==> src/include/region_merge_params.svh <==
// region count, stream data width, tid width and header length width
`ifndef REGION_MERGE_PARAMS_SVH
`define REGION_MERGE_PARAMS_SVH

`define RM_N_REGIONS 4   // number of user regions behind the arbiter
`define RM_DATA_BITS 32  // stream word width, also the header word width
`define RM_ID_BITS   2   // tid width, one id per region
`define RM_LEN_BITS  8   // payload length field in the header beat

`endif

==> src/source/stream_pkg.sv <==
// beat types: header struct, header-or-data union and beat kind enum
`default_nettype none

`include "region_merge_params.svh"

package stream_pkg;

  // the first beat of every packet is read as this header
  // len sits in the upper bits and the tag fills the rest of the word
  typedef struct packed {
    logic [`RM_LEN_BITS-1:0]              len;  // number of payload beats that follow
    logic [`RM_DATA_BITS-`RM_LEN_BITS-1:0] tag;  // opaque label copied into the report
  } hdr_t;

  // one stream word, decoded as hdr on the first beat and as data on every later beat
  typedef union packed {
    hdr_t                    hdr;
    logic [`RM_DATA_BITS-1:0] data;
  } beat_u;

  // classification made by the decode stage
  typedef enum logic {
    KIND_HDR     = 1'b0,
    KIND_PAYLOAD = 1'b1
  } beat_kind_e;

endpackage

`default_nettype wire

==> src/source/report_pkg.sv <==
// packet result types: report struct and per-tid accumulator struct
`default_nettype none

`include "region_merge_params.svh"

package report_pkg;

  typedef struct packed {
    logic [`RM_ID_BITS-1:0]                tid;
    logic [`RM_DATA_BITS-`RM_LEN_BITS-1:0] tag;
    logic [`RM_LEN_BITS-1:0]               count;    // payload beats actually seen
    logic                                  len_err;  // count did not match header len
    logic [`RM_DATA_BITS-1:0]              sum;      // wrapping sum of payload words
  } pkt_report_t;

  // running state kept by execute for one tid while its packet is open
  typedef struct packed {
    logic [`RM_LEN_BITS-1:0]               len;
    logic [`RM_DATA_BITS-`RM_LEN_BITS-1:0] tag;
    logic [`RM_LEN_BITS-1:0]               count;
    logic [`RM_DATA_BITS-1:0]              sum;
  } acc_t;

endpackage

`default_nettype wire

==> src/source/beat_if.sv <==
// beat_if interface: one pipelined beat with its decoded kind and an optional report
`timescale 1ns/10ps
`default_nettype none

`include "region_merge_params.svh"

interface beat_if
  import stream_pkg::*, report_pkg::*;
();

  logic                       valid;
  logic                       ready;
  beat_u                      word;       // raw word, view chosen by kind
  logic [`RM_DATA_BITS/8-1:0] keep;
  logic                       last;
  logic [`RM_ID_BITS-1:0]     tid;
  beat_kind_e                 kind;
  pkt_report_t                report;     // only meaningful together with report_en
  logic                       report_en;  // set on the last beat of a packet

  modport src (output valid, word, keep, last, tid, kind, report, report_en, input ready);
  modport snk (input valid, word, keep, last, tid, kind, report, report_en, output ready);

endinterface

`default_nettype wire

==> src/source/rr_arbiter.sv <==
// rr_arbiter module: round-robin merge of the region streams into one stream
`timescale 1ns/10ps
`default_nettype none

`include "region_merge_params.svh"

module rr_arbiter #(
  parameter int N_REGIONS = `RM_N_REGIONS,
  parameter int DATA_BITS = `RM_DATA_BITS,
  parameter int ID_BITS   = `RM_ID_BITS
) (
  input  wire logic                                 aclk,
  input  wire logic                                 aresetn,
  input  wire logic [N_REGIONS-1:0]                 s_tvalid,
  output      logic [N_REGIONS-1:0]                 s_tready,
  input  wire logic [N_REGIONS-1:0][DATA_BITS-1:0]   s_tdata,
  input  wire logic [N_REGIONS-1:0][DATA_BITS/8-1:0] s_tkeep,
  input  wire logic [N_REGIONS-1:0]                 s_tlast,
  input  wire logic [N_REGIONS-1:0][ID_BITS-1:0]     s_tid,
  output      logic                                 m_tvalid,
  input  wire logic                                 m_tready,
  output      logic [DATA_BITS-1:0]                 m_tdata,
  output      logic [DATA_BITS/8-1:0]               m_tkeep,
  output      logic                                 m_tlast,
  output      logic [ID_BITS-1:0]                   m_tid
);

  localparam int PTR_BITS = (N_REGIONS > 1) ? $clog2(N_REGIONS) : 1;

  logic [PTR_BITS-1:0] ptr;  // region with the highest priority this cycle
  logic [PTR_BITS-1:0] sel;  // granted region

  // ------------------------------
  // rotating priority pointer
  // ------------------------------
  always_ff @(posedge aclk) begin
    if (!aresetn) begin
      ptr <= '0;
    end else if (m_tvalid && m_tready) begin
      // moves on every accepted beat, so packets from different regions interleave
      ptr <= (ptr == PTR_BITS'(N_REGIONS - 1)) ? '0 : ptr + 1'b1;
    end
  end

  // search upward from ptr with wrap and let the first valid region win
  always_comb begin
    int unsigned idx;
    logic        found;
    found    = 1'b0;
    sel      = ptr;
    for (int i = 0; i < N_REGIONS; i++) begin
      idx = int'(ptr) + i;
      if (idx >= N_REGIONS) idx = idx - N_REGIONS;
      if (!found && s_tvalid[idx]) begin
        found = 1'b1;
        sel   = PTR_BITS'(idx);
      end
    end
    m_tvalid      = found;
    s_tready      = '0;
    s_tready[sel] = found && m_tready;  // only a granted region sees the downstream ready
    m_tdata       = s_tdata[sel];
    m_tkeep       = s_tkeep[sel];
    m_tlast       = s_tlast[sel];
    m_tid         = s_tid[sel];
  end

  // ready only ever goes to a region that is offering a beat
  a_ready_valid: assert property (@(posedge aclk) disable iff (!aresetn)
    (s_tready & ~s_tvalid) == '0);

  // the region at the pointer wins whenever it is valid
  a_ptr_first: assert property (@(posedge aclk) disable iff (!aresetn)
    s_tvalid[ptr] |-> sel == ptr);

endmodule

`default_nettype wire

==> src/source/pkt_decode.sv <==
// pkt_decode module: per-tid packet start tracking and header or payload classification
`timescale 1ns/10ps
`default_nettype none

`include "region_merge_params.svh"

module pkt_decode
  import stream_pkg::*;
(
  input  wire logic                       aclk,
  input  wire logic                       aresetn,
  input  wire logic                       in_valid,
  output      logic                       in_ready,
  input  wire logic [`RM_DATA_BITS-1:0]   in_data,
  input  wire logic [`RM_DATA_BITS/8-1:0] in_keep,
  input  wire logic                       in_last,
  input  wire logic [`RM_ID_BITS-1:0]     in_tid,
  beat_if.src                             out
);

  localparam int N_IDS = 2 ** `RM_ID_BITS;

  logic [N_IDS-1:0] in_pkt;  // one bit per tid, set between header and last beat
  logic             xfer;

  assign in_ready = !out.valid || out.ready;  // empty or draining this cycle
  assign xfer     = in_valid && in_ready;

  // ------------------------------
  // control state
  // ------------------------------
  always_ff @(posedge aclk) begin
    if (!aresetn) begin
      out.valid <= 1'b0;
      in_pkt    <= '0;
    end else begin
      if (in_ready) out.valid <= in_valid;
      // a last beat closes the packet, anything else leaves it open
      if (xfer) in_pkt[in_tid] <= !in_last;
    end
  end

  // beat register, only loaded on a transfer so it holds under back-pressure
  always_ff @(posedge aclk) begin
    if (xfer) begin
      out.word.data <= in_data;
      out.keep      <= in_keep;
      out.last      <= in_last;
      out.tid       <= in_tid;
      out.kind      <= in_pkt[in_tid] ? KIND_PAYLOAD : KIND_HDR;
    end
  end

  // reports are formed further down the pipeline
  assign out.report    = '0;
  assign out.report_en = 1'b0;

  a_hold_stable: assert property (@(posedge aclk) disable iff (!aresetn)
    out.valid && !out.ready |=> out.valid && $stable(out.word));

endmodule

`default_nettype wire

==> src/source/pkt_execute.sv <==
// pkt_execute module: per-tid beat count and payload sum with length check at tlast
`timescale 1ns/10ps
`default_nettype none

`include "region_merge_params.svh"

module pkt_execute
  import stream_pkg::*, report_pkg::*;
(
  input  wire logic aclk,
  input  wire logic aresetn,
  beat_if.snk       in,
  beat_if.src       out
);

  localparam int N_IDS = 2 ** `RM_ID_BITS;

  acc_t             acc [N_IDS];  // running state per tid
  acc_t             cur_acc;
  acc_t             nxt_acc;
  pkt_report_t      report_d;
  logic [N_IDS-1:0] open_pkt;     // tid has seen a header and no last yet
  logic             xfer;
  logic             is_hdr;

  assign in.ready = !out.valid || out.ready;
  assign xfer     = in.valid && in.ready;
  assign is_hdr   = (in.kind == KIND_HDR);
  assign cur_acc  = acc[in.tid];

  // ------------------------------
  // accumulator update
  // ------------------------------
  always_comb begin
    if (is_hdr) begin
      nxt_acc.len   = in.word.hdr.len;  // header view of the word
      nxt_acc.tag   = in.word.hdr.tag;
      nxt_acc.count = '0;               // a header alone gives an empty packet
      nxt_acc.sum   = '0;
    end else begin
      nxt_acc       = cur_acc;
      nxt_acc.count = cur_acc.count + 1'b1;
      nxt_acc.sum   = cur_acc.sum + in.word.data;  // data view, wraps at 32 bits
    end
    report_d.tid     = in.tid;
    report_d.tag     = nxt_acc.tag;
    report_d.count   = nxt_acc.count;
    report_d.len_err = (nxt_acc.count != nxt_acc.len);
    report_d.sum     = nxt_acc.sum;
  end

  always_ff @(posedge aclk) begin
    if (xfer) acc[in.tid] <= nxt_acc;
  end

  // ------------------------------
  // output register
  // ------------------------------
  always_ff @(posedge aclk) begin
    if (!aresetn) begin
      out.valid <= 1'b0;
      open_pkt  <= '0;
    end else begin
      if (in.ready) out.valid <= in.valid;
      if (xfer) open_pkt[in.tid] <= !in.last;
    end
  end

  always_ff @(posedge aclk) begin
    if (xfer) begin
      out.word      <= in.word;
      out.keep      <= in.keep;
      out.last      <= in.last;
      out.tid       <= in.tid;
      out.kind      <= in.kind;
      out.report    <= report_d;
      out.report_en <= in.last;  // report rides on the closing beat
    end
  end

  // decode must never open a packet twice for the same tid
  a_no_double_hdr: assert property (@(posedge aclk) disable iff (!aresetn)
    xfer && is_hdr |-> !open_pkt[in.tid]);

endmodule

`default_nettype wire

==> src/source/pkt_result.sv <==
// pkt_result module: output register slice and one-shot packet report strobe
`timescale 1ns/10ps
`default_nettype none

`include "region_merge_params.svh"

module pkt_result
  import report_pkg::*;
(
  input  wire logic                       aclk,
  input  wire logic                       aresetn,
  beat_if.snk                             in,
  output      logic                       m_tvalid,
  input  wire logic                       m_tready,
  output      logic [`RM_DATA_BITS-1:0]   m_tdata,
  output      logic [`RM_DATA_BITS/8-1:0] m_tkeep,
  output      logic                       m_tlast,
  output      logic [`RM_ID_BITS-1:0]     m_tid,
  output      logic                       rpt_valid,
  output      pkt_report_t                rpt
);

  logic load;

  assign in.ready = !m_tvalid || m_tready;
  assign load     = in.valid && in.ready;

  // ------------------------------
  // strobes
  // ------------------------------
  always_ff @(posedge aclk) begin
    if (!aresetn) begin
      m_tvalid  <= 1'b0;
      rpt_valid <= 1'b0;
    end else begin
      if (in.ready) m_tvalid <= in.valid;
      // high only in the cycle the last beat is loaded, a stall does not repeat it
      rpt_valid <= load && in.report_en;
    end
  end

  always_ff @(posedge aclk) begin
    if (load) begin
      m_tdata <= in.word.data;
      m_tkeep <= in.keep;
      m_tlast <= in.last;
      m_tid   <= in.tid;
    end
    if (load && in.report_en) rpt <= in.report;  // kept until the next packet ends
  end

  a_rpt_on_last: assert property (@(posedge aclk) disable iff (!aresetn)
    rpt_valid |-> m_tvalid && m_tlast);

endmodule

`default_nettype wire

==> src/source/region_merge_top.sv <==
// region_merge_top module: arbiter and decode, execute, result stages behind plain ports
`timescale 1ns/10ps
`default_nettype none

`include "region_merge_params.svh"

module region_merge_top
  import report_pkg::*;
(
  input  wire logic                                          aclk,
  input  wire logic                                          aresetn,
  input  wire logic [`RM_N_REGIONS-1:0]                      s_tvalid,
  output      logic [`RM_N_REGIONS-1:0]                      s_tready,
  input  wire logic [`RM_N_REGIONS-1:0][`RM_DATA_BITS-1:0]   s_tdata,
  input  wire logic [`RM_N_REGIONS-1:0][`RM_DATA_BITS/8-1:0] s_tkeep,
  input  wire logic [`RM_N_REGIONS-1:0]                      s_tlast,
  input  wire logic [`RM_N_REGIONS-1:0][`RM_ID_BITS-1:0]     s_tid,
  output      logic                                          m_tvalid,
  input  wire logic                                          m_tready,
  output      logic [`RM_DATA_BITS-1:0]                      m_tdata,
  output      logic [`RM_DATA_BITS/8-1:0]                    m_tkeep,
  output      logic                                          m_tlast,
  output      logic [`RM_ID_BITS-1:0]                        m_tid,
  output      logic                                          rpt_valid,
  output      logic [`RM_ID_BITS-1:0]                        rpt_tid,
  output      logic [`RM_DATA_BITS-`RM_LEN_BITS-1:0]         rpt_tag,
  output      logic [`RM_LEN_BITS-1:0]                       rpt_count,
  output      logic                                          rpt_len_err,
  output      logic [`RM_DATA_BITS-1:0]                      rpt_sum
);

  // merged stream between arbiter and decode
  logic                       arb_valid;
  logic                       arb_ready;
  logic [`RM_DATA_BITS-1:0]   arb_data;
  logic [`RM_DATA_BITS/8-1:0] arb_keep;
  logic                       arb_last;
  logic [`RM_ID_BITS-1:0]     arb_tid;
  pkt_report_t                rpt;

  beat_if dec_to_exe ();
  beat_if exe_to_res ();

  rr_arbiter u_arb (
    .aclk, .aresetn,
    .s_tvalid, .s_tready, .s_tdata, .s_tkeep, .s_tlast, .s_tid,
    .m_tvalid (arb_valid), .m_tready (arb_ready), .m_tdata (arb_data),
    .m_tkeep  (arb_keep),  .m_tlast  (arb_last),  .m_tid   (arb_tid)
  );

  pkt_decode u_dec (
    .aclk, .aresetn,
    .in_valid (arb_valid), .in_ready (arb_ready), .in_data (arb_data),
    .in_keep  (arb_keep),  .in_last  (arb_last),  .in_tid  (arb_tid),
    .out      (dec_to_exe)
  );

  pkt_execute u_exe (.aclk, .aresetn, .in (dec_to_exe), .out (exe_to_res));

  pkt_result u_res (
    .aclk, .aresetn, .in (exe_to_res),
    .m_tvalid, .m_tready, .m_tdata, .m_tkeep, .m_tlast, .m_tid,
    .rpt_valid, .rpt
  );

  // report struct flattened onto plain ports
  assign rpt_tid     = rpt.tid;
  assign rpt_tag     = rpt.tag;
  assign rpt_count   = rpt.count;
  assign rpt_len_err = rpt.len_err;
  assign rpt_sum     = rpt.sum;

endmodule

`default_nettype wire

==> config.mk <==
export PLATFORM = sky130hd
export DESIGN_NAME = region_merge_top
export DESIGN_NICKNAME = d
export VERILOG_FILES = /design/src/source/stream_pkg.sv /design/src/source/report_pkg.sv /design/src/source/beat_if.sv /design/src/source/rr_arbiter.sv /design/src/source/pkt_decode.sv /design/src/source/pkt_execute.sv /design/src/source/pkt_result.sv /design/src/source/region_merge_top.sv
export VERILOG_INCLUDE_DIRS = /design/src /design/src/include
export SDC_FILE = /design/constraint.sdc
export NUM_CORES = 1
export LEC_CHECK = 0
export BUFFER_PORTS_ARGS = -buffer_cell sky130_fd_sc_hd__buf_2
export CORE_MARGIN = 2
export CORE_UTILIZATION = 40
export DETAILED_ROUTE_END_ITERATION = 8
export GPL_ROUTABILITY_DRIVEN = 0
export PLACE_DENSITY = 0.66
export SLEW_MARGIN = 20
export SYNTH_ARGS = -nofsm -noshare
export SYNTH_HDL_FRONTEND = slang
export SYNTH_SLANG_ARGS = --single-unit
==> constraint.sdc <==
create_clock -name aclk -period 7.05 [get_ports aclk]
set_clock_uncertainty 0.05 [all_clocks]
set_input_delay 0 -clock aclk [delete_from_list [all_inputs] [get_ports aclk]]
set_output_delay 0 -clock aclk [all_outputs]
set_load 0.02 [all_outputs]
==> results.cfg <==
[status]
status = finished, final reports clean

[yosys]
synth-compound-area-share_pct = 6.14
synth_xor_area_share_pct = 1.09
synth_cell_type_count = 69
syn_nets = 1454
syn_inst = 1257
ys.flop_type = edfxtp_1
async_flop_share_pct = 0
ys_seq_area_share_pct = 73.0
synthMuxAreaShare_pct = 11.6
synth_top_family_by_area = multiplexers
synth_edf_count = 538
synthSimpleGateAreaFrac_pct = 4.78
yosysWarnings = 0
synthAdderAreaFrac_pct = 1.93
synth.avg_cell_area_sq_um = 17.9
synth-seq-cells = 550
synth_area_sq_mm = 0.0225

[placement]
preCtsSetupSlack_ns = 2.65
port_buffers = 274
place_hpwl_um = 32400
dpl_cell_area_sq_mm = 0.0247

[floorplanning]
fp.dieArea_sq_mm = 0.0581
start_util_pct = 40.6
die_x_um = 241
ios = 275
core.rowCount = 86
dieHeight_um = 241
core_sq_mm = 0.0553

[layout]
seqCellArea_sq_mm = 0.0164
fin_nets = 1865
drive_gt1_share_pct = 29.1
fill_cells = 4682
antenna_cells = 0
multi_input_area_sq_mm = 0.00577
syn2layout_area_growth_pct = 23.0
fin_util_pct = 50.0
final_area_sq_mm = 0.0276

[cts]
cts_tree = built
clock_latency_ns = 0.60
cts_max_level = 2
cts_resized = 0
cts.clk_slew.worst_paths_ns = 0.06
clockRootBuffer = clkbuf_16
cts_setup_buffers = 0
cts.sinks = 550
clockBufferDepth = 3
cts_buffers = 55

[sta]
rsz0062_at_grt = no
max_freq_mhz = 208
finalSetupViolCount = 0
finalHoldViolCount = 0
fin_setup_tns_ns = 0
final-max-slew-violation-count = 0
relSlewSlack_pct = 34.4
post-route-worst-setup-slack_ns = 2.25
finalCriticalPeriod_ns = 4.80
fin_crit_sh_pct = 68.0
tightest_slew_ns = 0.984

[grt]
grt_pass1_wl_um = 77400
busiest_layer = met2
grtUsageMet1_pct = 22.9
grt_pass1_vias = 13100
gr-usage-met2_pct = 31.3
met3_usage_pct = 2.73
antenna_found_initial = 0
grt_usage_pct = 17.9
grt_start_max_net_pins = 87
grt_overflow = 0

[detailed_routing]
drt_pre_antenna_iters = 4
detail-route-antenna-nets = 0
drt_iter0_drc = 1050
wl_um = 51800
drc = 0
vias_per_cell = 5.24
num_vias = 12900
wire_per_inst_um = 21.1

[power]
pwr_density_cell_mw_per_mm2 = 373
vdd_drop_max_uv = 185
p_leak_nw = 9.88

[setup_path]
critPathArrivalTime_ns = 5.20
cp_common_cell = dlygate4sd3_1
crit_path_end_kind = flop
timing.rr.end = u_dec.out.word[14]
worstPathMaxFanout = 52
critical_path.max_stage_delay_ns = 0.79
crit_chain = ha_1 > mux4_2 > nand2b_4 > a21oi_2 > a31oi_4 > buf_4 > a211oi_1 > dlygate4sd3_1 > a21oi_1 > dlygate4sd3_1
crit_path_start_kind = flop
reg2reg_slack_ns = 2.25
cp_slowest_cell = a31oi_4
required_ns = 7.45
path_class = flop to flop
r2r_cells = 10
rr_startpoint = u_arb.ptr[0]

[worst_hold_path]
min-delay-start = s_tid[0]
hold_path_class = input port to flop
hold_depth = 5

[flow_run]
cap_violations = 0
cells in the final DEF (no fill, tap or decap), types with 10 or more instances in the layout:
master,n
edfxtp_1,538
buf_2,274
dlygate4sd3_1,120
mux4_2,74
a21oi_1,70
clkbuf_16,57
mux2i_1,52
nor2b_1,40
a211oi_1,39
nand2_1,38
nor2_1,36
ha_1,33
mux2_2,31
o21ai_0,22
a21o_1,21
nand3_1,20
clkinv_1,16
buf_4,16
inv_1,15
xnor2_1,15
xor2_1,13
nand2b_1,13
clkinv_2,13
and3_1,10
dfxtp_1,10
power by group:
part | switching (mW) | internal [mW]
registers | 0.308 | 4.42
logic | 1.58 | 1.21
clock network | 1.20 | 1.58
layout make-up:
cell class	count	share of cell area (%)
Clock buffer	63	5.24
Clock inverter	39	0.978
Inverter	17	0.240
Multi-Input combinational cell	632	20.9
Sequential cell	550	59.4
Tap cell	748	3.39
Timing Repair Buffer	412	9.89
worst max-delay path by stage:
stage               cells past startpoint  slack, ns                  to           start
global route                           10       2.06  u_dec.out.word[14]    u_arb.ptr[0]
global placement                        9       2.78    u_exe.acc[2][30]            flop
finish                                 10       2.25  u_dec.out.word[14]    u_arb.ptr[0]
floorplan                               4       0.46     u_exe.acc[2][0]  u_res.m_tvalid
CTS                                    10       2.36  u_dec.out.word[14]    u_arb.ptr[0]
detailed placement                      9       2.65    u_exe.acc[2][30]            flop
routing by layer:
layer / share of wire (%) / up-vias
li1: - / 5864
met4: 1.9 / 0
met3: 4.9 / 68
met2: 51 / 394
met1: 42 / 6564
met5: 0 / -
critical path: cells and delay by family (launching register included):
family          cells  cell delay [ns]
flops               1             0.61
simple gates        1             0.11
mux                 1             0.57
fa+ha+maj           1             0.33
buf+inv             3             1.78
compound gates      4             1.16
synth_stat cells, types with 3 or more instances:
cell	number	area share, %
a211oi_1	39	1.3
a21boi_0	3	0.10
a21o_1	21	0.70
a21oi_1	70	1.6
a31oi_1	5	0.14
and2_1	10	0.28
and3_1	12	0.33
buf_1	3	0.050
buf_2	18	0.40
buf_4	4	0.13
clkbuf_1	31	0.52
dfxtp_1	12	1.1
edfxtp_1	538	72
ha_1	33	1.8
inv_1	16	0.27
mux2_2	31	1.6
mux2i_1	52	2.3
mux4_2	74	7.4
nand2_1	38	0.64
nand2b_1	13	0.36
nand3_1	20	0.45
nand4_1	3	0.084
nor2_1	37	0.62
nor2b_1	40	1.1
nor3_1	10	0.22
nor3b_1	4	0.13
o2111a_1	3	0.15
o2111ai_1	4	0.16
o211ai_1	3	0.10
o21a_1	7	0.23
o21ai_0	22	0.49
o311ai_1	3	0.12
o31ai_1	3	0.10
or3_1	5	0.14
xnor2_1	15	0.58
xor2_1	13	0.51
registers in the layout, indices dropped and copies added, names as in the netlist, 4 cells and up, named ones only:
| register | cells |
|---|---|
| u_res.rpt | 67 |
| u_res.m_tdata | 32 |
| u_exe.out.report | 65 |
| u_exe.out.word | 32 |
| u_exe.acc | 288 |
| u_dec.in_pkt | 4 |
| u_dec.out.word | 32 |
| u_dec.out.keep | 4 |
| u_exe.out.keep | 4 |
| u_res.m_tkeep | 4 |
stage by stage:
stage	hold slack [ns]	power, mW	cells
global placement	0.284	7.33	2238
global route	0.0821	10.8	2461
finish	0.0305	10.3	2461
CTS	0.00273	10.4	2460
floorplan	0.160	6.61	1257
detailed placement	0.282	7.40	2238
cells by family (layout without fill, tap and decap cells):
logic type      count (synthesis)  after routing
flops                         550            550
compound gates                207            207
simple gates                  202            202
mux                           161            161
buf+inv                        75            531
fa+ha+maj                      34             34
xor+xnor                       28             28
repair_timing:
item / CTS / global route
hold endpoints to repair: 49 / 0
hold buffers: 120 / 0
setup endpoints to repair: 0 / 0
(Power assumes the default switching activity.)
